### src/include/cache_cfg.svh
`ifndef CACHE_CFG_SVH
`define CACHE_CFG_SVH

////////////////////////////////////////
// Address and block geometry
////////////////////////////////////////

// Byte address width seen at the request port
`define CACHE_ADDR_BITS 32

// 64-byte blocks, so the low 6 bits never reach a directory
`define CACHE_OFFSET_BITS 6

////////////////////////////////////////
// Directory shapes
////////////////////////////////////////

// L1 is small and 2-way
`define CACHE_L1_SETS 16
`define CACHE_L1_INDEX_BITS 4
`define CACHE_L1_WAYS 2

// L2 has four times the sets and twice the ways
`define CACHE_L2_SETS 64
`define CACHE_L2_INDEX_BITS 6
`define CACHE_L2_WAYS 4

// Width of each event counter
`define CACHE_COUNT_BITS 18

// ASCII W marks a write request, anything else is a read
`define CACHE_OP_WRITE 8'h57

`endif

### src/design/cache_pkg.sv
`include "cache_cfg.svh"

package cache_pkg;

  ////////////////////////////////////////
  // Plain vector types
  ////////////////////////////////////////

  // Full byte address of one access
  typedef logic [`CACHE_ADDR_BITS-1:0] addr_t;

  // Operation code as it arrives from the trace
  typedef logic [7:0] op_t;

  // One event counter, wraps silently on overflow
  typedef logic [`CACHE_COUNT_BITS-1:0] count_t;

  ////////////////////////////////////////
  // Structs
  ////////////////////////////////////////

  // Request as held by the controller while the access is in flight
  // The write flag is decoded once from the operation code at acceptance
  typedef struct packed {
    addr_t addr;
    logic  is_write;
  } lookup_req_t;

  // Event counters for one cache level
  // A level counts one read or write per access it sees, and one hit or miss
  typedef struct packed {
    count_t reads;
    count_t writes;
    count_t hits;
    count_t misses;
  } level_stats_t;

  // Counters of both levels, l1 in the upper half
  typedef struct packed {
    level_stats_t l1;
    level_stats_t l2;
  } cache_stats_t;

  ////////////////////////////////////////
  // Controller states
  ////////////////////////////////////////

  // IDLE waits for a request
  // LOOKUP is the cycle in which both directories present their hit result
  // UPDATE is the done cycle, where the directories get their touch or fill
  typedef enum logic [1:0] {
    IDLE,
    LOOKUP,
    UPDATE
  } ctrl_state_t;

endpackage

### src/design/access_controller.sv
`include "cache_cfg.svh"

module access_controller (
  input  logic                    clk,
  input  logic                    reset,
  input  logic                    req_valid,
  input  cache_pkg::addr_t        req_addr,
  input  cache_pkg::op_t          req_op,
  input  logic                    l1_hit_in,
  input  logic                    l2_hit_in,
  output logic                    lookup,
  output cache_pkg::addr_t        lookup_addr,
  output logic                    l1_update,
  output logic                    l2_update,
  output logic                    busy,
  output logic                    done,
  output logic                    l1_hit,
  output logic                    l2_hit,
  output cache_pkg::cache_stats_t stats
);

  import cache_pkg::*;

  ctrl_state_t state_q;
  ctrl_state_t state_d;

  // Request held for the duration of the access
  lookup_req_t req_q;

  // A request is taken whenever no lookup is in progress,
  // which includes the done cycle of the previous access
  logic accept;

  ////////////////////////////////////////
  // Counter update for one level
  ////////////////////////////////////////

  // Returns the counters of one level after it has seen one access
  function automatic level_stats_t count_access(level_stats_t cur, logic is_write,
                                                logic was_hit);
    level_stats_t nxt;
    nxt = cur;
    if (is_write) begin
      nxt.writes = cur.writes + count_t'(1);
    end else begin
      nxt.reads = cur.reads + count_t'(1);
    end
    if (was_hit) begin
      nxt.hits = cur.hits + count_t'(1);
    end else begin
      nxt.misses = cur.misses + count_t'(1);
    end
    return nxt;
  endfunction

  ////////////////////////////////////////
  // Sequencing
  ////////////////////////////////////////

  assign accept = req_valid && (state_q != LOOKUP);

  // Back-to-back requests go from UPDATE straight into LOOKUP
  always_comb begin
    state_d = state_q;
    unique case (state_q)
      IDLE: begin
        if (req_valid) begin
          state_d = LOOKUP;
        end
      end
      LOOKUP: begin
        state_d = UPDATE;
      end
      UPDATE: begin
        state_d = req_valid ? LOOKUP : IDLE;
      end
      default: begin
        state_d = IDLE;
      end
    endcase
  end

  // Directories latch the address on the accept edge itself,
  // so their hit flags are ready during LOOKUP
  assign lookup      = accept;
  assign lookup_addr = accept ? req_addr : req_q.addr;

  assign busy = (state_q == LOOKUP);
  assign done = (state_q == UPDATE);

  // L1 always learns the access; L2 only sees traffic that missed L1
  assign l1_update = done;
  assign l2_update = done && !l1_hit;

  // Control state, hit flags and counters
  always_ff @(posedge clk) begin
    if (reset) begin
      state_q <= IDLE;
      l1_hit  <= 1'b0;
      l2_hit  <= 1'b0;
      stats   <= '0;
    end else begin
      state_q <= state_d;
      // Both results are final at the end of LOOKUP, so record and count them
      if (state_q == LOOKUP) begin
        l1_hit   <= l1_hit_in;
        l2_hit   <= l2_hit_in;
        stats.l1 <= count_access(stats.l1, req_q.is_write, l1_hit_in);
        if (!l1_hit_in) begin
          stats.l2 <= count_access(stats.l2, req_q.is_write, l2_hit_in);
        end
      end
    end
  end

  // Captured request, only loaded on acceptance
  always_ff @(posedge clk) begin
    if (accept) begin
      req_q.addr     <= req_addr;
      req_q.is_write <= (req_op == `CACHE_OP_WRITE);
    end
  end

endmodule

### config.mk
export PLATFORM = sky130hd
export DESIGN_NAME = access_controller
export DESIGN_NICKNAME = d
export VERILOG_FILES = /design/src/design/cache_pkg.sv /design/src/design/access_controller.sv
export VERILOG_INCLUDE_DIRS = /design/src /design/src/include
export SDC_FILE = /design/constraint.sdc
export NUM_CORES = 1
export LEC_CHECK = 0
export BUFFER_PORTS_ARGS = -buffer_cell sky130_fd_sc_hd__buf_2
export CORE_ASPECT_RATIO = 1.75
export CORE_MARGIN = 2
export CORE_UTILIZATION = 55
export CTS_BUF_LIST = sky130_fd_sc_hd__clkbuf_8
export DETAILED_ROUTE_END_ITERATION = 8
export GPL_ROUTABILITY_DRIVEN = 1
export HOLD_SLACK_MARGIN = 0.05
export PLACE_DENSITY = 0.9
export SYNTH_ARGS = -nofsm -noshare
export SYNTH_HDL_FRONTEND = slang
export SYNTH_SLANG_ARGS = --single-unit
### constraint.sdc
create_clock -name clk -period 7.8 [get_ports clk]
set_clock_uncertainty 0.2 [all_clocks]
set_input_delay 0.39 -clock clk [delete_from_list [all_inputs] [get_ports clk]]
set_output_delay 0.39 -clock clk [all_outputs]
set_load 0.02 [all_outputs]
==> results by group <==
Power
  – Pwr/cell area: 169.7 mW/mm²
  – P_int: between 1 and 1.5 mW
  – Sw Pwr: roughly 0.43 mW
  – Logic gate share of total power: 0.076
  – Switching Fraction: 0.2475
  – Clock power frac: 0.358
  – VDD IR max: about 0.1 mV
  – Sequential fraction of design power: 0.567
  – Pleak: about 4.0 nW

Finish
  – Finished Layout Cells: 1304
  – Most frequent cells in the layout: buf_2, dfxtp_1, nor2_1, a21oi_1, nand2_1
  – Share of cells above drive strength 1: 0.2767
  – Filler cells: 1150
  – Leading cell type in the layout, fill and taps excluded: buf_2
  – Synthesis-to-layout area growth: 24.33%
  – ANT cells: 0
  – Nets: 1164

Run status
  – Status: completed

Synthesis
  – Cell taking the most area after synthesis: dfxtp_1
  – Number of enable flip-flop cells after synthesis: 33
  – Most used DFF post-synth: dfxtp_1
  – Asr flop ratio synth: 0
  – Largest cells by area after synthesis: dfxtp_1, edfxtp_1, mux2_2
  – Post-synth cell types: 41
  – Area share of the largest cell type after synthesis: 0.3639
  – Synth Cell Area: roughly 0.0081 mm²
  – Syn. warnings: 0
  – Seq/Total Area, Yosys: 0.4856
  – Post-Syn Instances: ~870
  – Seq cells post-synth: ~180
  – Avg Inst Size Synth: between 9 and 10 µm²
  – Syn Nets: 918

Worst setup path
  – Cell Chain, Critical Path: nand2b_1 > nand2_1 > buf_4 > inv_1 > buf_4 > buf_2
  – Most used cell, CP: buf_4
  – Setup crit start kind: flip-flop
  – Reg2reg setup slack: 4880 ps
  – Setup crit end kind: primary output
  – CP top delay family: buffers and inverters
  – Slowest-stage cell, CP: dfxtp_1
  – Slowest Stage Delay on Critical Path: 620 ps
  – Req. time, crit path: ~7200 ps
  – Crit path kind: flip-flop to primary output
  – CP max FO: 33
  – Bufs and invs on worst path: 4
  – Arrival time worst endpoint: 2790 ps

Min path
  – Hold WC Path Type: input port to flip-flop

Clock network
  – Worst-Skew Late Latency: 440 ps
  – CTS Hold Bufs: 34
  – H-Tree Depth: 4
  – Sink Count: 181
  – Total CTS buffers: 17
  – Maximum root-to-sink buffer count: 2
  – CTS tree: yes
  – Worst-path clk slew: roughly 80 ps
  – Root buffer cell: clkbuf_8
  – Post-CTS resize count: 0
  – Post-CTS Setup Repair Bufs: 0

Place
  – # port buffers: roughly 230
  – RePlAce Congestion: about 0.82
  – DP HPWL: approximately 15000 µm
  – Placed cell count: approximately 1200

GRT
  – Total gr overflow: 0
  – Vias in the first global route: approximately 7200
  – Grt met3 use: 0.06889
  – Met1 GRT Util: 0.2801
  – Global-route wire length before repair: 34240 µm
  – Grt peak-use layer: met2
  – GRT Overall Usage: 0.2711
  – Initial antenna violation count: 0
  – Met2 usage: 0.4895
  – Largest net degree at the start of global routing: 80

Route
  – Routed WL: between 20000 and 25000 µm
  – Drt initial violations: 360
  – Vias/cell: 5.735
  – Final ANT Viol Nets: 0
  – Pre-Repair DR Iteration Count: 7
  – Via count: 7479
  – # DRC: 0
  – Drt wl/cell: about 17 µm

STA
  – Final worst-path cycle share: 0.4328
  – Setup TNS: 0 ps
  – Slew headroom: 0.4139
  – Final min period: between 3000 and 4000 ps
  – Slew @ Worst Pin: between 800 and 900 ps
  – RSZ-0062 raised after global routing: no
  – F_max: slightly below 300 MHz
  – Hold Vio Cnt, Final: 0
  – Final hold slack: around 130 ps
  – Max-slew violation count: 0
  – Final setup viols: 0

Floorplanning
  – Die width: around 96 µm
  – Rows: a little under 60
  – Core ar.: roughly 0.014 mm²
  – # IOs: between 200 and 250
  – Die ar.: about 0.016 mm²
  – Initial core utilization: 0.5638
  – Die Y: 165.0 µm

Run
  – Max Cap Viol: 0
cells in the mapped netlist, drive strengths merged (2+ instances only):
| cell | n |
|---|---|
| a21oi | 63 |
| and2 | 5 |
| and3 | 12 |
| and4 | 12 |
| buf | 6 |
| clkbuf | 35 |
| dfxtp | 148 |
| edfxtp | 33 |
| ha | 8 |
| inv | 16 |
| mux2 | 40 |
| nand2 | 57 |
| nand2b | 2 |
| nand3 | 49 |
| nand4 | 40 |
| nand4b | 4 |
| nand4bb | 5 |
| nor2 | 86 |
| nor2b | 9 |
| nor3 | 12 |
| nor3b | 3 |
| nor4 | 21 |
| nor4b | 3 |
| nor4bb | 2 |
| o21ai | 36 |
| o31ai | 19 |
| or3 | 37 |
| or3b | 2 |
| or4 | 20 |
| or4b | 2 |
| xnor2 | 37 |
| xor2 | 36 |
layout make-up:
type	count	area (µm²)	share of cell area
clock inverters	13	121.4	0.01199
flip-flops and latches	181	3954	0.3906
multi-input cells	627	3969	0.3921
clock buffers	19	261.5	0.02583
repair buffers	268	1531	0.1513
well taps	180	225.2	0.02225
inverters	16	60.06	0.005933
sequential cells by signal, indices dropped and copies added (netlist names):
register  cells
req_q        33
l1_hit        1
state_q       2
l2_hit        1
stats       144
metal layers:
metal | vias up | wire [µm]
li1 | 3644 | -
met1 | 3515 | 7940
met2 | 271 | 11300
met3 | 49 | 1490
met4 | 0 | 785
met5 | - | 0
kinds of logic (layout without fill, tap and decap cells):
kind of cell	Yosys count	in the layout	share of synthesized area
AO/OA/AOI/OAI	120	120	0.08068
XOR/XNOR	73	73	0.07853
adder cells (fa/ha/maj)	8	8	0.01229
buffers and inverters	57	316	0.02689
flip-flops	181	181	0.4856
multiplexers	41	41	0.05655
AND/OR/NAND/NOR	385	385	0.2594
worst min-delay path: cells and delay by family:
family                 cells  cell delay [ps]
AOI/OAI and AO/OA          1               60
buffers and inverters      1              180
and+or+nand+nor            1               90
metrics by stage:
step                power (mW)  utilization  instance area (µm²)  worst slack (ps)
finish                   1.718       0.7009                10120              4424
global route             1.785       0.7009                10120              4179
CTS                      1.728       0.7009                10120              4382
detailed placement       1.109       0.6508                 9399              4853
global placement         1.106       0.6508                 9399              4975
floorplan                1.067            -                 8142              4977
power groups by stage:
stage	clock network [mW]	registers, mW	logic (mW)
finish	0.614	0.974	0.130
global placement	0	0.994	0.112
floorplan	0	0.995	0.0720
CTS	0.627	0.973	0.128
detailed placement	0	0.995	0.114
global route	0.668	0.976	0.142
final timing paths:
| check | start | end | cells after the start |
|---|---|---|---|
| worst max-delay path | state_q[1]$_SDFFE_PP0P_ | lookup | 6 |
| worst max register to register | state_q[0]$_SDFFE_PP0P_ | stats[53]$_SDFFE_PP0P_ | 4 |
| worst min-delay path | l1_hit_in | stats[91]$_SDFFE_PP0P_ | 3 |
| worst min register to register | l2_hit$_SDFFE_PP0P_ | l2_hit$_SDFFE_PP0P_ | 2 |
(Power assumes the default switching activity.)
