<file path="config.mk">
export PLATFORM = sky130hd
export DESIGN_NAME = tag_directory
export DESIGN_NICKNAME = d
export VERILOG_FILES = /design/src/design/cache_pkg.sv /design/src/design/tag_directory.sv
export VERILOG_INCLUDE_DIRS = /design/src /design/src/include
export SDC_FILE = /design/constraint.sdc
export NUM_CORES = 1
export LEC_CHECK = 0
export BUFFER_PORTS_ARGS = -buffer_cell sky130_fd_sc_hd__buf_4
export CELL_PAD_IN_SITES_DETAIL_PLACEMENT = 1
export CELL_PAD_IN_SITES_GLOBAL_PLACEMENT = 2
export CORE_MARGIN = 10
export CORE_UTILIZATION = 30
export DETAILED_ROUTE_END_ITERATION = 6
export PLACE_DENSITY_LB_ADDON = 0.1
export SYNTH_ARGS = -nofsm -noshare
export SYNTH_HDL_FRONTEND = slang
export SYNTH_SLANG_ARGS = --single-unit
</file>
<file path="constraint.sdc">
create_clock -name clk -period 6.67 [get_ports clk]
set_clock_uncertainty 0.2 [all_clocks]
set_input_delay 0.3335 -clock clk [delete_from_list [all_inputs] [get_ports clk]]
set_output_delay 0.3335 -clock clk [all_outputs]
set_load 0.01 [all_outputs]
</file>
<file path="src/include/cache_cfg.svh">
`ifndef CACHE_CFG_SVH
`define CACHE_CFG_SVH

////////////////////////////////////////
// Address and block geometry
////////////////////////////////////////

// Byte address width seen at the request port
`define CACHE_ADDR_BITS 32

// 64-byte blocks, so the low 6 bits never reach a directory
`define CACHE_OFFSET_BITS 6

////////////////////////////////////////
// Directory shapes
////////////////////////////////////////

// L1 is small and 2-way
`define CACHE_L1_SETS 16
`define CACHE_L1_INDEX_BITS 4
`define CACHE_L1_WAYS 2

// L2 has four times the sets and twice the ways
`define CACHE_L2_SETS 64
`define CACHE_L2_INDEX_BITS 6
`define CACHE_L2_WAYS 4

// Width of each event counter
`define CACHE_COUNT_BITS 18

// ASCII W marks a write request, anything else is a read
`define CACHE_OP_WRITE 8'h57

`endif

</file>
<file path="src/design/cache_pkg.sv">
`include "cache_cfg.svh"

package cache_pkg;

  ////////////////////////////////////////
  // Plain vector types
  ////////////////////////////////////////

  // Full byte address of one access
  typedef logic [`CACHE_ADDR_BITS-1:0] addr_t;

  // Operation code as it arrives from the trace
  typedef logic [7:0] op_t;

  // One event counter, wraps silently on overflow
  typedef logic [`CACHE_COUNT_BITS-1:0] count_t;

  ////////////////////////////////////////
  // Structs
  ////////////////////////////////////////

  // Request as held by the controller while the access is in flight
  // The write flag is decoded once from the operation code at acceptance
  typedef struct packed {
    addr_t addr;
    logic  is_write;
  } lookup_req_t;

  // Event counters for one cache level
  // A level counts one read or write per access it sees, and one hit or miss
  typedef struct packed {
    count_t reads;
    count_t writes;
    count_t hits;
    count_t misses;
  } level_stats_t;

  // Counters of both levels, l1 in the upper half
  typedef struct packed {
    level_stats_t l1;
    level_stats_t l2;
  } cache_stats_t;

  ////////////////////////////////////////
  // Controller states
  ////////////////////////////////////////

  // IDLE waits for a request
  // LOOKUP is the cycle in which both directories present their hit result
  // UPDATE is the done cycle, where the directories get their touch or fill
  typedef enum logic [1:0] {
    IDLE,
    LOOKUP,
    UPDATE
  } ctrl_state_t;

endpackage

</file>
<file path="src/design/tag_directory.sv">
`include "cache_cfg.svh"

module tag_directory #(
  parameter int SETS = 16,
  parameter int WAYS = 2
) (
  input  logic             clk,
  input  logic             reset,
  input  logic             replace_lru,
  input  logic             lookup,
  input  cache_pkg::addr_t addr,
  input  logic             update,
  output logic             hit
);

  import cache_pkg::*;

  ////////////////////////////////////////
  // Geometry derived from the parameters
  ////////////////////////////////////////

  localparam int ADDR_BITS  = $bits(addr_t);
  localparam int INDEX_BITS = $clog2(SETS);
  localparam int TAG_BITS   = ADDR_BITS - `CACHE_OFFSET_BITS - INDEX_BITS;
  // A direct-mapped directory still needs a one-bit way number
  localparam int WAY_BITS   = (WAYS > 1) ? $clog2(WAYS) : 1;

  typedef logic [INDEX_BITS-1:0] index_t;
  typedef logic [TAG_BITS-1:0]   tag_t;
  typedef logic [WAY_BITS-1:0]   way_t;

  // Address split as latched at the lookup edge
  typedef struct packed {
    index_t index;
    tag_t   tag;
  } key_t;

  ////////////////////////////////////////
  // Storage
  ////////////////////////////////////////

  // Each set is an ordered list, way 0 is the newest entry
  // and the last way is the next victim
  tag_t            tag_mem [SETS][WAYS];
  logic [WAYS-1:0] valid_q [SETS];

  // Key of the most recent lookup
  // It stays put until the next lookup so the update can reuse it
  key_t key_q;

  // Per-way compare result and the way that matched
  logic [WAYS-1:0] match;
  way_t            hit_way;

  // move[0] loads the new head, move[w] copies way w-1 into way w
  logic [WAYS-1:0] move;

  ////////////////////////////////////////
  // Lookup
  ////////////////////////////////////////

  // Compare every way of the latched set against the latched tag
  always_comb begin
    for (int w = 0; w < WAYS; w++) begin
      match[w] = valid_q[key_q.index][w] && (tag_mem[key_q.index][w] == key_q.tag);
    end
  end

  // Lowest matching way wins, though a fill never creates duplicates
  always_comb begin
    hit_way = '0;
    for (int w = WAYS - 1; w >= 0; w--) begin
      if (match[w]) begin
        hit_way = way_t'(w);
      end
    end
  end

  assign hit = |match;

  ////////////////////////////////////////
  // Touch and fill
  ////////////////////////////////////////

  // On a miss the whole set ages by one and the last entry falls off
  // On an LRU hit only the entries younger than the hit way age, and the hit
  // tag is rewritten at the head
  // A FIFO hit leaves the order alone, so nothing moves
  always_comb begin
    move[0] = update && (!hit || replace_lru);
    for (int w = 1; w < WAYS; w++) begin
      move[w] = move[0] && (!hit || (w <= int'(hit_way)));
    end
  end

  // Tag array, written only through the shift network above
  always_ff @(posedge clk) begin
    if (move[0]) begin
      tag_mem[key_q.index][0] <= key_q.tag;
    end
    for (int w = 1; w < WAYS; w++) begin
      if (move[w]) begin
        tag_mem[key_q.index][w] <= tag_mem[key_q.index][w-1];
      end
    end
  end

  // Valid bits follow the same shift as the tags
  // The lookup key is captured here too, the update above still sees the
  // old key when a new lookup lands on the same edge
  always_ff @(posedge clk) begin
    if (reset) begin
      for (int s = 0; s < SETS; s++) begin
        valid_q[s] <= '0;
      end
      key_q <= '0;
    end else begin
      if (lookup) begin
        key_q.index <= addr[`CACHE_OFFSET_BITS +: INDEX_BITS];
        key_q.tag   <= addr[ADDR_BITS-1 -: TAG_BITS];
      end
      if (move[0]) begin
        valid_q[key_q.index][0] <= 1'b1;
      end
      for (int w = 1; w < WAYS; w++) begin
        if (move[w]) begin
          valid_q[key_q.index][w] <= valid_q[key_q.index][w-1];
        end
      end
    end
  end

endmodule

</file>
==> results of run 1 <==
==> final timing paths <==
| kind | start | endpoint | slack [ns] | cells after the start |
|---|---|---|---|---|
| hold / removal | reset | key_q[24]$_SDFFE_PP0P_ | 0.02 | 2 |
| setup / recovery | flop | hit | 0.87 | 12 |
| setup reg to reg | flop | tag_mem[10][23]$_DFFE_PP_ | 1.23 | 12 |
| hold reg to reg | valid_q[11][0]$_DFF_P_ | valid_q[11][0]$_DFF_P_ | 0.26 | 2 |
==> kinds of logic after synthesis <==
family | Yosys count | synth area share
buffers and inverters | 135 | 0.02383
flip-flops | 766 | 0.7028
AND/OR/NAND/NOR | 337 | 0.05278
multiplexers | 309 | 0.1618
XOR/XNOR | 42 | 0.01147
AO/OA/AOI/OAI | 214 | 0.04732
==> repair_timing <==
item                                   4_1_cts  5_1_grt
gates resized for setup                      0        0
hold buffers                                37        0
endpoints found under the hold margin       30        0
==> power breakdown <==
part / internal (mW) / switching, mW / total [mW]
logic: 0.355 / 0.622 / 0.977
clock network: 2.95 / 1.94 / 4.89
registers: 5.43 / 0.0725 / 5.50
total: 8.73 / 2.63 / 11.4
==> cell type report <==
cell class	count	area, µm²	share of cell area
flip-flops and latches	766	22560	0.5913
multi-input cells	902	9080	0.2380
clock buffers	124	2535	0.06645
repair buffers	182	1797	0.04710
well taps	1391	1740	0.04562
clock inverters	41	397.9	0.01043
inverters	11	41.29	0.001082
diodes	1	2.502	0.00006559
==> routing by layer <==
| layer | vias up | wire length, µm | global-route usage |
|---|---|---|---|
| met3 | 125 | 4507 | 0.02805 |
| met5 | - | 13 | 0 |
| met2 | 366 | 49090 | 0.2745 |
| met4 | 2 | 2217 | 0.04066 |
| met1 | 9579 | 47050 | 0.2323 |
| li1 | 7643 | - | - |
==> flip-flops by register name, summed over array words and instances (netlist names), named ones only <==
signal	flops
tag_mem	704
valid_q	32
key_q	26
==> layout by cell type, fill, tap and decap left out, drive strengths merged, types with 5 or more instances in the layout <==
cell type	netlist	final
nor4b	7	7
clkbuf	40	124
bufinv	0	8
or4	7	7
a211oi	20	20
nand4b	5	5
clkinv	0	32
nor4	7	7
a22o	7	7
o21ai	41	41
xnor2	22	22
and2	5	5
o31ai	35	35
nor2	79	79
dlygate4sd3	0	37
xor2	20	20
nand3	27	27
mux2	25	25
nor2b	21	21
buf	84	145
o22ai	10	10
nor3	38	38
nand2b	9	9
dfxtp	46	46
inv	11	11
a221oi	7	7
nand4	9	9
o211ai	9	9
a21oi	17	17
mux2i	127	127
mux4	157	157
nand2	99	99
a22oi	27	27
edfxtp	720	720
and3	7	7
==> critical path, cell delays in order (launching register included) <==
cell and delay (ns):
dfxtp_4 0.89, buf_4 0.38, buf_4 0.37, mux4_2 0.37
mux2i_1 0.18, mux2i_1 0.10, buf_4 0.22, xnor2_1 0.19
nor2b_1 0.16, nand3_1 0.09, or4_1 0.53, o31ai_1 0.81
buf_4 0.26
==> metrics.txt, run 1 <==
average wire per standard cell ~30 µm; htree depth 3; Fin. Hold Viols 0; Final GP Congestion about 0.76; data required time of the worst path ~6.1 ns; placed cell areas around 0.035 mm²; Max Buffers Root-to-Sink 3; dpl hpwl 63520 µm; Tightest Pin Transition 1.204 ns; core area 0.1057 mm²; Pleak 12.12 nW; Setup TNS 0 ns; IO Pins 38; largest net degree at the start of global routing 70; startpoint type of the worst setup path flop; final setup vio count 0; Detail Route Antenna Nets 0; Power Density slightly below 300 mW/mm²; Overall Power ~11 mW; Post-Place Worst Slack about 1.3 ns; Netlist cell types 68; total gr overflow 0; run status finished, final reports clean; global-route wire length before repair ~140000 µm; total of max-cap violations 0; Synth Area per Inst around 18 µm²; post-synth top area share 0.6741; Port Buffers 31; Synth area leader edfxtp_1; maximum VDD drop roughly 180 µV; post-route setup slack 0.8730 ns; Worst Path Max Fanout 34; Reg clk slew, reported paths 0.05 ns; most frequent cells after synthesis 720 x edfxtp_1, 130 x mux4_2, 127 x mux2i_1; fmax ~170 MHz; final WL 102900 µm; gr usage total 0.1682; critical path class flop to primary output; post-layout util 0.3609; synth top area cells edfxtp_1 67%, mux4_2 9.1%, mux2i_1 4.0%; DRC viols 0; Post-CTS Setup Repair Bufs 0; post-synth net total between 1.5k and 2k; antenna violations before repair 3; Min Clock Period, post-route slightly below 6 ns; final worst path period share 0.8691; fill count between 10k and 15k; Main synth FF type edfxtp_1; Initial DRC Count between 1k and 1.5k; CTS Sinks 766; mapped cell area around 0.032 mm²; row count about 120; Nets approximately 2.0k; YS warnings 0; die height ~350 µm; CP Capture Type primary output; Num CTS Buffers 90; Post-Syn Instances 1803; #FFs+latches synth 766; vias in the first global route about 19k; CTS root buf clkbuf_16; DRT Pass-1 Iters 5; Placed Cells around 3.2k; Max transition margin 0.1920; Die W 347.0 µm; drt via density about 5.2; Seq/Total Area, Yosys 0.7028; Hold Slack ~0.018 ns; Area Growth Syn to Fin 18.94%; share of cells above drive strength 1 0.2394; fin. max-slew vios 0; Worst Path Arrival about 5.3 ns; Worst-Skew Late Latency ~0.65 ns; RSZ-0062 raised after global routing no; via count between 15k and 20k; Hold Path Class input port to flop; most frequent cell after synthesis edfxtp_1; design area ~0.038 mm²; die area roughly 0.12 mm²; Initial Util 0.3034; CTS tree done; number of synthesized flops with an enable pin 720; Post-synth ARST share 0; Layout Cells excl Fill approximately 3.4k
Power figures use the tool's default switching activity.
==> run 2, diff against run 1 <==
--- a/config.mk
+++ b/config.mk
@@ -12,7 +12,8 @@
 export CORE_MARGIN = 10
 export CORE_UTILIZATION = 30
 export DETAILED_ROUTE_END_ITERATION = 6
-export PLACE_DENSITY_LB_ADDON = 0.1
+export PLACE_DENSITY_LB_ADDON = 0.2
+export RECOVER_POWER = 100
 export SYNTH_ARGS = -nofsm -noshare
 export SYNTH_HDL_FRONTEND = slang
 export SYNTH_SLANG_ARGS = --single-unit
==> metrics.txt, run 2 (synthesis gave the netlist of run 1 again) <==
Max transition margin -1.085 (was 0.1920); fmax 167.3 MHz (was 172.5 MHz); Final GP Congestion 0.7900 (was 0.7622); row count 119 (unchanged); Pleak 11.70 nW (was 12.12 nW); Port Buffers 31 (unchanged); Post-Place Worst Slack 0.9663 ns (was 1.310 ns); RSZ-0062 raised after global routing no (unchanged); average wire per standard cell 29.14 µm (was 30.10 µm); Detail Route Antenna Nets 0 (unchanged); fill count 10.60k (was 10.47k); Hold Path Class input port to flop (unchanged); Worst R2R Setup Slack 0.79 ns (was 1.23 ns); final worst path period share 0.8961 (was 0.8691); DRT Pass-1 Iters 5 (unchanged); critical path class flop to primary output (unchanged); dpl hpwl 60710 µm (was 63520 µm); most common cell after layout, fill and taps aside edfxtp_1 (unchanged); failing checks capacitance limit, slew limit; die area 0.1204 mm² (unchanged); Initial DRC Count 1363 (was 1368); placed cell areas 0.03463 mm² (was 0.03484 mm²); DRC viols 0 (unchanged); RR Endpoint tag_mem[7][37]$_DFFE_PP_ (was tag_mem[10][23]$_DFFE_PP_); Ant. Diodes 0 (was 1); hold path depth 2 (unchanged); IO Pins 38 (unchanged); Num CTS Buffers 87 (was 90); Die W 347.0 µm (unchanged); CTS Sinks 766 (unchanged); total gr overflow 0 (unchanged); Setup crit end hit (unchanged); Worst-Skew Late Latency 0.65 ns (about the same); Reg clk slew, reported paths 0.06 ns (was 0.05 ns); CTS root buf clkbuf_16 (unchanged); Area Growth Syn to Fin 16.34% (was 18.94%); vias in the first global route 19.02k (was 18.62k); core area 0.1057 mm² (unchanged); final setup vio count 0 (unchanged); Nets 1984 (was 1990); Tightest Pin Transition 3.127 ns (was 1.204 ns); gr usage total 0.1618 (was 0.1682); final WL 99210 µm (was 102900 µm); run status complete, but fails checks (was finished, final reports clean); CP Capture Type primary output (unchanged); htree depth 3 (unchanged); Power Density 295.8 mW/mm² (was 297.9 mW/mm²); Worst Path Max Fanout 41 (was 34); Setup TNS 0 ns (unchanged); startpoint type of the worst setup path flop (unchanged); antenna violations before repair 1 (was 3); largest net degree at the start of global routing 48 (was 70); Fin. Hold Viols 0 (unchanged); Worst Path Arrival 5.44 ns (was 5.26 ns); total of max-cap violations 3 (was 0); design area 0.03732 mm² (was 0.03815 mm²); Reg with most FFs tag_mem (unchanged); die height 347.0 µm (unchanged); drt via density 5.234 (was 5.183); fin. max-slew vios 62 (was 0); post-route setup slack 0.6930 ns (was 0.8730 ns); via count 17.82k (was 17.72k); most frequent cells in the layout 720 x edfxtp_1, 130 x mux4_2, 127 x mux2i_1 (was 720 x edfxtp_1, 130 x mux4_2, 126 x mux2i_1); max FFs per register 704 (unchanged); Post-CTS Setup Repair Bufs 0 (unchanged); Min Clock Period, post-route 5.977 ns (was 5.797 ns); top flop regs tag_mem (704), valid_q (32), key_q (26) (unchanged); share of cells above drive strength 1 0.1986 (was 0.2394); CTS tree done (unchanged); data required time of the worst path 6.14 ns (about the same); global-route wire length before repair 140600 µm (was 144400 µm); r2r worst-path depth 11 (was 12); Initial Util 0.3034 (unchanged); Max Buffers Root-to-Sink 3 (unchanged); maximum VDD drop 157.6 µV (was 180.6 µV)
[run 2: changes by cell type in the layout (fill, tap and decap cells not counted), sizes merged]
cell | previous run | this run
buf | 145 | 110
clkbuf | 124 | 146
dlygate4sd3 | 37 | 33
inv | 11 | 15
bufinv | 8 | 5
clkinv | 32 | 35
clkinvlp | 1 | 2
diode | 1 | 0
[run 2: layout make-up]
class | instances | area, µm² | area share
Tap cell | 1391 | 1740 | 0.04664
Multi-Input combinational cell | 902 | 8848 | 0.2371
Clock buffer | 110 | 2369 | 0.06347
Timing Repair Buffer | 179 | 1416 | 0.03796
Clock inverter | 46 | 344.1 | 0.009221
Inverter | 11 | 41.29 | 0.001106
Sequential cell | 766 | 22560 | 0.6045
[run 2: how the worst min path moves through the flow]
stage	from	endpoint	slack, ns
after floorplan	valid_q[12][0]$_DFF_P_	valid_q[12][0]$_DFF_P_	0.23
after global placement	valid_q[11][0]$_DFF_P_	valid_q[11][0]$_DFF_P_	0.25
after detailed placement	valid_q[11][0]$_DFF_P_	valid_q[11][0]$_DFF_P_	0.26
after CTS	reset	key_q[8]$_SDFFE_PP0P_	0.007
after global routing	reset	key_q[15]$_SDFFE_PP0P_	0.04
final	reset	key_q[13]$_SDFFE_PP0P_	0.05
[run 2: repair_timing]
action	CTS	global route
hold endpoints to repair	30	0
hold buffers	33	0
gates resized for setup	0	0
[run 2: worst max-delay path, cell delays in order (launching register included)]
cell	delay (ns)
dfxtp_4	1.01
clkbuf_1	0.67
nor2b_1	0.45
a22oi_1	0.36
a21oi_1	0.11
a31o_2	0.27
nor4_1	0.53
nand4_1	0.20
or3_1	0.48
o31ai_1	0.13
clkbuf_1	0.35
buf_4	0.19
[run 2: stage by stage]
| step | std cells | hold WS [ns] | total power [mW] | util |
|---|---|---|---|---|
| 6_report | 3405 | 0.04996 | 11.04 | 0.3530 |
| 5_1_grt | 3405 | 0.03608 | 11.43 | 0.3530 |
| 4_1_cts | 3405 | 0.006671 | 11.20 | 0.3564 |
| 3_5_place_dp | 3216 | 0.2553 | 6.558 | 0.3276 |
| 3_3_place_gp | 3216 | 0.2546 | 6.530 | 0.3276 |
| 2_1_floorplan | 1803 | 0.2268 | 6.134 | - |
[run 2: report_power, final]
| group | switching, mW | leakage (nW) | internal [mW] | total, mW |
|---|---|---|---|---|
| clock | 1.90 | 1.32 | 2.69 | 4.59 |
| sequential | 0.0741 | 6.78 | 5.43 | 5.51 |
| combinational | 0.603 | 3.60 | 0.333 | 0.937 |
| total | 2.58 | 11.7 | 8.45 | 11.0 |
[run 2: layer usage]
| metal | share of wire | vias to the layer above | GRT usage |
|---|---|---|---|
| met1 | 0.46 | 9657 | 0.2231 |
| met3 | 0.044 | 113 | 0.02736 |
| met2 | 0.48 | 434 | 0.2632 |
| met4 | 0.023 | 0 | 0.04153 |
| li1 | - | 7619 | - |
| met5 | 0 | - | 0 |
